File: config.mk
export PLATFORM = sky130hd
export DESIGN_NAME = motor_cmd_top
export DESIGN_NICKNAME = d
export VERILOG_FILES = /design/src/motor_axi_pkg.sv /design/src/motor_ctrl_pkg.sv /design/src/axi_single_writer.sv /design/src/dac_spi_responder.sv /design/src/motor_cmd_top.sv /design/src/motor_sequencer.sv
export SDC_FILE = /design/constraint.sdc
export NUM_CORES = 1
export LEC_CHECK = 0
export BUFFER_PORTS_ARGS = -buffer_cell sky130_fd_sc_hd__buf_4
export CAP_MARGIN = 40
export CORE_MARGIN = 10
export CORE_UTILIZATION = 30
export CTS_CLUSTER_SIZE = 10
export DETAILED_ROUTE_END_ITERATION = 8
export PLACE_DENSITY = 0.57
export SLEW_MARGIN = 30
export SYNTH_ARGS = -nofsm -noshare
export SYNTH_HDL_FRONTEND = slang
export SYNTH_SLANG_ARGS = --single-unit
File: constraint.sdc
create_clock -name sys_clk -period 5.75 [get_ports sys_clk]
set_clock_uncertainty 0.15 [all_clocks]
set_input_delay 0.8625 -clock sys_clk [delete_from_list [all_inputs] [get_ports sys_clk]]
set_output_delay 0.8625 -clock sys_clk [all_outputs]
set_load 0.02 [all_outputs]
File: src/motor_axi_pkg.sv
package motor_axi_pkg;

	// ********************
	// Bus widths
	// ********************

	localparam int AXI_ID_WIDTH   = 4;
	localparam int AXI_ADDR_WIDTH = 16;
	localparam int AXI_DATA_WIDTH = 64;
	localparam int AXI_STRB_WIDTH = AXI_DATA_WIDTH / 8;

	typedef logic [AXI_ID_WIDTH-1:0]   axi_id_t;
	typedef logic [AXI_ADDR_WIDTH-1:0] axi_addr_t;
	typedef logic [AXI_DATA_WIDTH-1:0] axi_data_t;
	typedef logic [AXI_STRB_WIDTH-1:0] axi_strb_t;

	// ********************
	// Fixed burst fields
	// ********************

	// Eight bytes per beat
	localparam logic [2:0] AXI_SIZE = 3'd3;

	// Single beat, awlen counts beats minus one
	localparam logic [7:0] AXI_LEN_SINGLE = 8'd0;

	// INCR burst type
	localparam logic [1:0] AXI_BURST_INCR = 2'd1;

	// ********************
	// Address map
	// ********************

	// Motor command register, low half of the system address
	localparam axi_addr_t AXI_ADDR_ETH2MOTOR = 16'h0000;

endpackage

File: src/motor_ctrl_pkg.sv
package motor_ctrl_pkg;

	// ********************
	// Cycle timer
	// ********************

	localparam int TIMER_WIDTH = 12;

	typedef logic [TIMER_WIDTH-1:0] timer_t;

	// Write trigger point within the period
	localparam timer_t TRIG_COUNT = 12'h050;

	// Alarm window, both ends inclusive
	localparam timer_t ALARM_START  = 12'h650;
	localparam timer_t ALARM_END    = 12'hF70;
	// First value past the window
	localparam timer_t ALARM_RESUME = 12'hF71;

	// ********************
	// Motor command word
	// ********************

	localparam int CMD_WIDTH = 10;

	typedef logic [CMD_WIDTH-1:0] cmd_t;

	localparam cmd_t CMD_INIT = 10'd8;

	localparam logic [15:0] MOTOR_ENABLE_CODE  = 16'hEAEA;
	localparam logic [15:0] MOTOR_FORWARD_CODE = 16'h1EAF;

	// ********************
	// Serial DAC frames
	// ********************

	localparam int DAC_FRAME_BITS = 24;

	typedef logic [DAC_FRAME_BITS-1:0] dac_frame_t;

	// Read command, the frame after it is a readback
	localparam dac_frame_t DAC_READ_FRAME = 24'h910000;

	localparam logic [3:0] DAC_READBACK_TAG = 4'h9;

endpackage

File: src/axi_single_writer.sv
`timescale 1ns/1ps

module axi_single_writer #(
	parameter int WATCH_DOG_WIDTH = 12
) (
	input  logic                      sys_clk,
	input  logic                      sys_rst,
	input  logic                      write_start,
	input  motor_ctrl_pkg::cmd_t      cmd_value,

	// Write address channel
	output motor_axi_pkg::axi_id_t    awid,
	output motor_axi_pkg::axi_addr_t  awaddr,
	output logic                      awvalid,
	input  logic                      awready,

	// Write data channel
	output motor_axi_pkg::axi_data_t  wdata,
	output motor_axi_pkg::axi_strb_t  wstrb,
	output logic                      wlast,
	output logic                      wvalid,
	input  logic                      wready,

	// Write response channel
	input  motor_axi_pkg::axi_id_t    bid,
	input  logic [1:0]                bresp,
	input  logic                      bvalid,
	output logic                      bready,

	output logic                      write_done,
	output logic                      write_timeout
);

	// One-hot state bit positions
	localparam int ST_IDLE = 0;
	localparam int ST_ADDR = 1;
	localparam int ST_DATA = 2;
	localparam int ST_RESP = 3;
	localparam int ST_TOUT = 4;

	logic [4:0]                 state;
	logic [4:0]                 state_next;
	logic [WATCH_DOG_WIDTH-1:0] wd_cnt;
	logic                       wd_expired;
	logic                       write_launch;
	motor_axi_pkg::axi_data_t   cmd_word;

	// ********************
	// Write FSM
	// ********************

	always_ff @(posedge sys_clk) begin
		if (sys_rst) begin
			state <= 5'b00001;
		end else begin
			state <= state_next;
		end
	end

	always_comb begin
		state_next = '0;
		case (1'b1)
			state[ST_IDLE]: begin
				if (write_start)
					state_next[ST_ADDR] = 1'b1;
				else
					state_next[ST_IDLE] = 1'b1;
			end
			state[ST_ADDR]: begin
				if (awready)
					state_next[ST_DATA] = 1'b1;
				else if (wd_expired)
					state_next[ST_TOUT] = 1'b1;
				else
					state_next[ST_ADDR] = 1'b1;
			end
			state[ST_DATA]: begin
				if (wready)
					state_next[ST_RESP] = 1'b1;
				else if (wd_expired)
					state_next[ST_TOUT] = 1'b1;
				else
					state_next[ST_DATA] = 1'b1;
			end
			state[ST_RESP]: begin
				if (bvalid)
					state_next[ST_IDLE] = 1'b1;
				else if (wd_expired)
					state_next[ST_TOUT] = 1'b1;
				else
					state_next[ST_RESP] = 1'b1;
			end
			state[ST_TOUT]: begin
				state_next[ST_IDLE] = 1'b1;
			end
			default: state_next[ST_IDLE] = 1'b1;
		endcase
	end

	// Watchdog, restarts whenever the state moves
	always_ff @(posedge sys_clk) begin
		if (sys_rst) begin
			wd_cnt <= '0;
		end else if (state != state_next) begin
			wd_cnt <= '0;
		end else begin
			wd_cnt <= wd_cnt + 1'b1;
		end
	end

	// Last cycle of a full 2^WATCH_DOG_WIDTH phase
	assign wd_expired = &wd_cnt;

	assign write_launch = state[ST_IDLE] && write_start;

	// ********************
	// Channel payloads
	// ********************

	always_ff @(posedge sys_clk) begin
		if (sys_rst) begin
			awid <= '0;
		end else if (write_launch) begin
			awid <= awid + 1'b1;
		end
	end

	// Word frozen at launch, held through the data phase
	always_ff @(posedge sys_clk) begin
		if (write_launch) begin
			cmd_word <= {motor_ctrl_pkg::MOTOR_ENABLE_CODE,
				motor_ctrl_pkg::MOTOR_FORWARD_CODE,
				{(16 - motor_ctrl_pkg::CMD_WIDTH){1'b0}}, cmd_value,
				16'h0000};
		end
	end

	assign awaddr  = motor_axi_pkg::AXI_ADDR_ETH2MOTOR;
	assign awvalid = state[ST_ADDR];

	assign wvalid = state[ST_DATA];
	// Every write is a single beat
	assign wlast  = state[ST_DATA];
	assign wdata  = state[ST_DATA] ? cmd_word : '0;
	assign wstrb  = {motor_axi_pkg::AXI_STRB_WIDTH{state[ST_DATA]}};

	// Response ID and code are taken as they come
	assign bready     = state[ST_RESP];
	assign write_done = state[ST_RESP] && bvalid;

	assign write_timeout = state[ST_TOUT];

endmodule

File: src/dac_spi_responder.sv
`timescale 1ns/1ps

module dac_spi_responder (
	input  logic                 sys_clk,
	input  logic                 sys_rst,
	input  logic                 sclk,
	input  logic                 sync_n,
	input  logic                 sdin,
	input  motor_ctrl_pkg::cmd_t cmd_value,
	output logic                 sdo
);

	localparam int FRAME_BITS = motor_ctrl_pkg::DAC_FRAME_BITS;
	localparam int CNT_WIDTH  = $clog2(FRAME_BITS + 1);

	logic                       sclk_d;
	logic                       sync_d;
	logic                       sclk_fall;
	logic                       sync_fall;
	logic                       bit_take;
	logic [CNT_WIDTH-1:0]       bit_cnt;
	logic                       read_pend;
	logic                       read_active;
	motor_ctrl_pkg::dac_frame_t rx_shift;
	motor_ctrl_pkg::dac_frame_t rx_next;
	motor_ctrl_pkg::dac_frame_t tx_shift;

	// ********************
	// Edge detection
	// ********************

	always_ff @(posedge sys_clk) begin
		if (sys_rst) begin
			sclk_d <= 1'b0;
			sync_d <= 1'b1;
		end else begin
			sclk_d <= sclk;
			sync_d <= sync_n;
		end
	end

	assign sclk_fall = sclk_d && !sclk;
	assign sync_fall = sync_d && !sync_n;

	// Falling sclk inside a frame, extra clocks past 24 bits are ignored
	assign bit_take = !sync_n && sclk_fall && (bit_cnt < CNT_WIDTH'(FRAME_BITS));

	assign rx_next = {rx_shift[FRAME_BITS-2:0], sdin};

	// ********************
	// Frame control
	// ********************

	always_ff @(posedge sys_clk) begin
		if (sys_rst) begin
			bit_cnt     <= '0;
			read_pend   <= 1'b0;
			read_active <= 1'b0;
		end else if (sync_n) begin
			bit_cnt     <= '0;
			read_active <= 1'b0;
		end else if (sync_fall) begin
			// Read command seen in the previous frame
			read_active <= read_pend;
		end else if (bit_take) begin
			bit_cnt <= bit_cnt + 1'b1;
			if (bit_cnt == CNT_WIDTH'(FRAME_BITS - 1)) begin
				read_pend   <= (rx_next == motor_ctrl_pkg::DAC_READ_FRAME);
				read_active <= 1'b0;
			end
		end
	end

	// MSB first capture
	always_ff @(posedge sys_clk) begin
		if (bit_take) begin
			rx_shift <= rx_next;
		end
	end

	// Readback loaded as sync_n falls, one bit per falling sclk
	always_ff @(posedge sys_clk) begin
		if (sync_fall) begin
			tx_shift <= {8'h00, motor_ctrl_pkg::DAC_READBACK_TAG, cmd_value, 2'b00};
		end else if (bit_take) begin
			tx_shift <= {tx_shift[FRAME_BITS-2:0], 1'b0};
		end
	end

	assign sdo = read_active && tx_shift[FRAME_BITS-1];

endmodule

File: src/motor_cmd_top.sv
`timescale 1ns/1ps

module motor_cmd_top #(
	parameter int WATCH_DOG_WIDTH = 12
) (
	input  logic                     sys_clk,
	input  logic                     sys_rst,

	// Motor alarm
	input  logic                     alarm_reset,
	output logic                     alarm_out_n,

	// AXI write address channel
	output motor_axi_pkg::axi_id_t   awid,
	output motor_axi_pkg::axi_addr_t awaddr,
	output logic [7:0]               awlen,
	output logic [2:0]               awsize,
	output logic [1:0]               awburst,
	output logic                     awvalid,
	input  logic                     awready,

	// AXI write data channel
	output motor_axi_pkg::axi_data_t wdata,
	output motor_axi_pkg::axi_strb_t wstrb,
	output logic                     wlast,
	output logic                     wvalid,
	input  logic                     wready,

	// AXI write response channel
	input  motor_axi_pkg::axi_id_t   bid,
	input  logic [1:0]               bresp,
	input  logic                     bvalid,
	output logic                     bready,

	output logic                     wr_timeout,

	// Serial DAC port
	input  logic                     sclk,
	input  logic                     sync_n,
	input  logic                     sdin,
	output logic                     sdo
);

	logic                 write_start;
	logic                 write_done;
	motor_ctrl_pkg::cmd_t cmd_value;

	// Fixed single-beat INCR write
	assign awlen   = motor_axi_pkg::AXI_LEN_SINGLE;
	assign awsize  = motor_axi_pkg::AXI_SIZE;
	assign awburst = motor_axi_pkg::AXI_BURST_INCR;

	motor_sequencer u_sequencer (
		.sys_clk     (sys_clk),
		.sys_rst     (sys_rst),
		.alarm_reset (alarm_reset),
		.write_done  (write_done),
		.write_start (write_start),
		.alarm_out_n (alarm_out_n),
		.cmd_value   (cmd_value)
	);

	axi_single_writer #(
		.WATCH_DOG_WIDTH (WATCH_DOG_WIDTH)
	) u_writer (
		.sys_clk       (sys_clk),
		.sys_rst       (sys_rst),
		.write_start   (write_start),
		.cmd_value     (cmd_value),
		.awid          (awid),
		.awaddr        (awaddr),
		.awvalid       (awvalid),
		.awready       (awready),
		.wdata         (wdata),
		.wstrb         (wstrb),
		.wlast         (wlast),
		.wvalid        (wvalid),
		.wready        (wready),
		.bid           (bid),
		.bresp         (bresp),
		.bvalid        (bvalid),
		.bready        (bready),
		.write_done    (write_done),
		.write_timeout (wr_timeout)
	);

	dac_spi_responder u_dac (
		.sys_clk   (sys_clk),
		.sys_rst   (sys_rst),
		.sclk      (sclk),
		.sync_n    (sync_n),
		.sdin      (sdin),
		.cmd_value (cmd_value),
		.sdo       (sdo)
	);

endmodule

File: src/motor_sequencer.sv
`timescale 1ns/1ps

module motor_sequencer (
	input  logic                 sys_clk,
	input  logic                 sys_rst,
	input  logic                 alarm_reset,
	input  logic                 write_done,
	output logic                 write_start,
	output logic                 alarm_out_n,
	output motor_ctrl_pkg::cmd_t cmd_value
);

	motor_ctrl_pkg::timer_t timer;
	logic                   in_alarm_window;

	// ********************
	// Period timer
	// ********************

	// Free running, alarm_reset jumps past the alarm window
	always_ff @(posedge sys_clk) begin
		if (sys_rst) begin
			timer <= '0;
		end else if (alarm_reset) begin
			timer <= motor_ctrl_pkg::ALARM_RESUME;
		end else begin
			timer <= timer + 1'b1;
		end
	end

	assign in_alarm_window = (timer >= motor_ctrl_pkg::ALARM_START) &&
		(timer <= motor_ctrl_pkg::ALARM_END);

	// ********************
	// Trigger and alarm
	// ********************

	always_ff @(posedge sys_clk) begin
		if (sys_rst) begin
			write_start <= 1'b0;
			alarm_out_n <= 1'b1;
		end else begin
			write_start <= (timer == motor_ctrl_pkg::TRIG_COUNT);
			// Active low, released at once by alarm_reset
			alarm_out_n <= !in_alarm_window || alarm_reset;
		end
	end

	// Command value steps once per completed write
	always_ff @(posedge sys_clk) begin
		if (sys_rst) begin
			cmd_value <= motor_ctrl_pkg::CMD_INIT;
		end else if (write_done) begin
			cmd_value <= cmd_value + 1'b1;
		end
	end

endmodule

==> flow_summary.ini <==
[finish]
n_antenna_cell = 0
fill_cells = 1680
multi_input_area_sq_mm = 0.001828
stdcell_area_sq_mm = 0.005539
nets = 520
syn2layout_area_growth_pct = 10.45
seq_area_sq_mm = 0.002613
drive_above_1_share_pct = 18.06

[outcome]
status = finished, final reports clean

[global_routing]
gr-total-overflow = 0
met3_usage_pct = 2.215
grt_pass1_wl_microns = 14460
grt_util_met2_pct = 13.52
antenna_found_initial = 0
grt_use_met1_pct = 8.527
gr-max-usage-layer = met2
grt_usage_pct = 7.848
grt_pass1_vias = 2988
grt_max_degree = 50

[clocking]
cts_tree = done
cts_root_buf = clkbuf_16
insertion_delay_ns = 0.34
clk_pin_slew_worst_paths_ns = 0.07
hold_buffers = 0
cts_resized = 0
h-tree-depth = 3
cts_buffers = 9
clkSinkCount = 109
clock_path_buffers = 2
post_cts_buffers = 0

[route]
wl_per_cell_microns = 12.77
vias_per_cell = 4.261
detail_route.iter0.violations = 169
wl_microns = 9246
drtAntennaViolNets = 0
first_pass_iters = 4
drc_errors = 0
vias = 3085

[setup_path]
startpoint = u_writer.state[2]
critical_path.endpoint = wdata[22]
path_cells = buf_4 -> and2_1 -> buf_4
rrSetupSlack_ns = 3.55
crit_path_frequent_cell = buf_4
timing.rr.start = u_writer.wd_cnt[0]
start_kind = flop
max_stage_delay_ns = 0.36
slowest_stage = buf_4
arrival_ns = 1.36
worstPathRequired_ns = 4.74
regToRegEndpoint = u_writer.wd_cnt[10]
rr_worst_depth = 6
cp_max_fo = 49
cp-end-kind = primary output
path_class = reg2out

[synthesis]
synth_ff_type = dfxtp_1
async_flop_share_pct = 0
synth.distinct_cells = 51
avgSynthCellArea_sq_um = 10.56
syn_area_sq_mm = 0.005015
synth-edff-count = 43
synth-seq-cells = 109
yosysSeqAreaShare_pct = 52.10
synthCells = 475
yosys_warnings = 0

[placed_design]
gp_congestion = 0.7559
place_area_sq_mm = 0.005196
io_buffer_count = 57
dpl.hpwl_microns = 6848

[floorplanning]
ios = 127
dieArea_sq_mm = 0.02229
die_h_microns = 149.3
num_rows = 47
die_w_microns = 149.3
coreArea_sq_mm = 0.01647
start_util_pct = 30.46

[timing]
fmax_mhz = 421.4
setup-tns-final_ns = 0
setup_viol = 0
period_share_pct = 41.27
worst_slew_pin_slew_ns = 0.5349
rsz0062_at_grt = no
finalHoldViolCount = 0
maxSlewHeadroom_pct = 64.32
period_needed_ns = 2.373
maxSlewViolCount = 0

[run]
maxCapViolCount = 0

[power_and_ir_drop]
p_leak_nw = 2.154
ir_drop_mv = 0.1390
p_per_area_mw_per_mm2 = 281.4

[hold_path]
hp-class = reg2reg
## cell usage after synthesis, types with 3 or more instances
cell type	count	area [sq um]
ha_1	6	75.07
clkbuf_1	10	37.54
nor4_1	8	50.05
and3_1	5	31.28
inv_1	12	45.04
nand3_1	14	70.07
nor2b_1	5	31.28
buf_4	92	690.7
dfxtp_1	66	1321
nor3_1	7	35.03
o21ai_0	9	45.04
edfxtp_1	43	1291
buf_2	3	15.01
nand4_1	9	56.30
xnor2_1	14	122.6
xor2_1	20	175.2
a21oi_1	17	85.08
mux2_2	9	101.4
a22o_1	11	96.34
nand2_1	26	97.59
and2_1	13	81.33
nor2_1	39	146.4
## power breakdown
group | internal [mW] | switching, mW | total (mW)
clock network | 0.379 | 0.267 | 0.646
logic | 0.0195 | 0.0650 | 0.0845
registers | 0.817 | 0.0112 | 0.829
total | 1.22 | 0.343 | 1.56
## layout by cell type (no fill, tap or decap), drive strengths merged, types with 5 or more instances in the layout
cell type	count
nand3	15
ha	6
nor4	8
mux2	9
nand4	11
nor2	39
edfxtp	43
nand2	26
o21ai	9
and2	13
dfxtp	66
a22o	11
clkbuf	9
nor2b	5
inv	12
buf	59
xor2	20
xnor2	14
conb	63
and3	5
nor3	7
a21oi	17
## critical path, delay by kind of cell, from the launching register on
kind                   cells  cell delay (ns)
DFF                        1             0.31
buffers and inverters      2             0.50
and+or+nand+nor            1             0.20
## per-layer routing
| layer | vias up | wire (microns) |
|---|---|---|
| li1 | 1537 | - |
| met1 | 1453 | 3692 |
| met2 | 80 | 4794 |
| met3 | 15 | 575 |
| met4 | 0 | 184 |
| met5 | - | 0 |
## cell type report
class	count	share of cell area (%)
Sequential cell	109	47.17
Multi-Input combinational cell	308	33.00
Timing Repair Buffer	59	8.358
Tap cell	220	4.970
Clock buffer	9	4.066
Clock inverter	7	1.626
Inverter	12	0.8132
## state kept, by name, indices dropped and copies added (netlist names)
signal	count
u_dac.read_active	1
u_dac.sclk_d	1
u_writer.cmd_word	10
u_writer.state	5
u_dac.read_pend	1
u_dac.tx_shift	22
u_sequencer.timer	12
u_writer.wd_cnt	12
u_sequencer.cmd_value	10
u_sequencer.alarm_out_n	1
u_dac.sync_d	1
u_sequencer.write_start	1
u_writer.awid	4
u_dac.rx_shift	23
u_dac.bit_cnt	5
## per-stage QoR
stage | util [%] | cells | worst slack, ns | hold slack (ns) | total power, mW
2_1_floorplan | - | 536 | 3.089 | 0.2668 | 0.9448
3_3_place_gp | 31.56 | 707 | 2.699 | 0.2854 | 0.9245
3_5_place_dp | 31.56 | 707 | 2.645 | 0.2875 | 0.9276
4_1_cts | 33.47 | 723 | 2.995 | 0.3083 | 1.575
5_1_grt | 33.64 | 724 | 3.257 | 0.3228 | 1.611
6_report | 33.64 | 724 | 3.377 | 0.3080 | 1.559
## worst min path at each step
stage / from / to / slack, ns / cells after the start
after global routing: u_dac.rx_shift[21] / u_dac.rx_shift[22] / 0.32 / 0
final: u_dac.rx_shift[8] / u_dac.rx_shift[9] / 0.31 / 0
after global placement: u_dac.rx_shift[14] / u_dac.rx_shift[15] / 0.29 / 0
after CTS: u_dac.rx_shift[3] / u_dac.rx_shift[4] / 0.31 / 0
after floorplan: u_dac.rx_shift[19] / u_dac.rx_shift[20] / 0.27 / 0
after detailed placement: u_dac.rx_shift[15] / u_dac.rx_shift[16] / 0.29 / 0
## cell families (layout without fill, tap and decap cells)
logic type | Yosys count | in the layout | share of synthesized area, %
simple gates | 145 | 145 | 15.22
buf+inv | 119 | 87 | 16.02
flops | 109 | 109 | 52.10
compound gates | 50 | 50 | 6.861
xor+xnor | 34 | 34 | 5.938
mux | 10 | 10 | 2.221
fa+ha+maj | 6 | 6 | 1.497
other cells | 2 | 63 | 0.1498
Note: power is estimated with default switching activity, not from simulation.
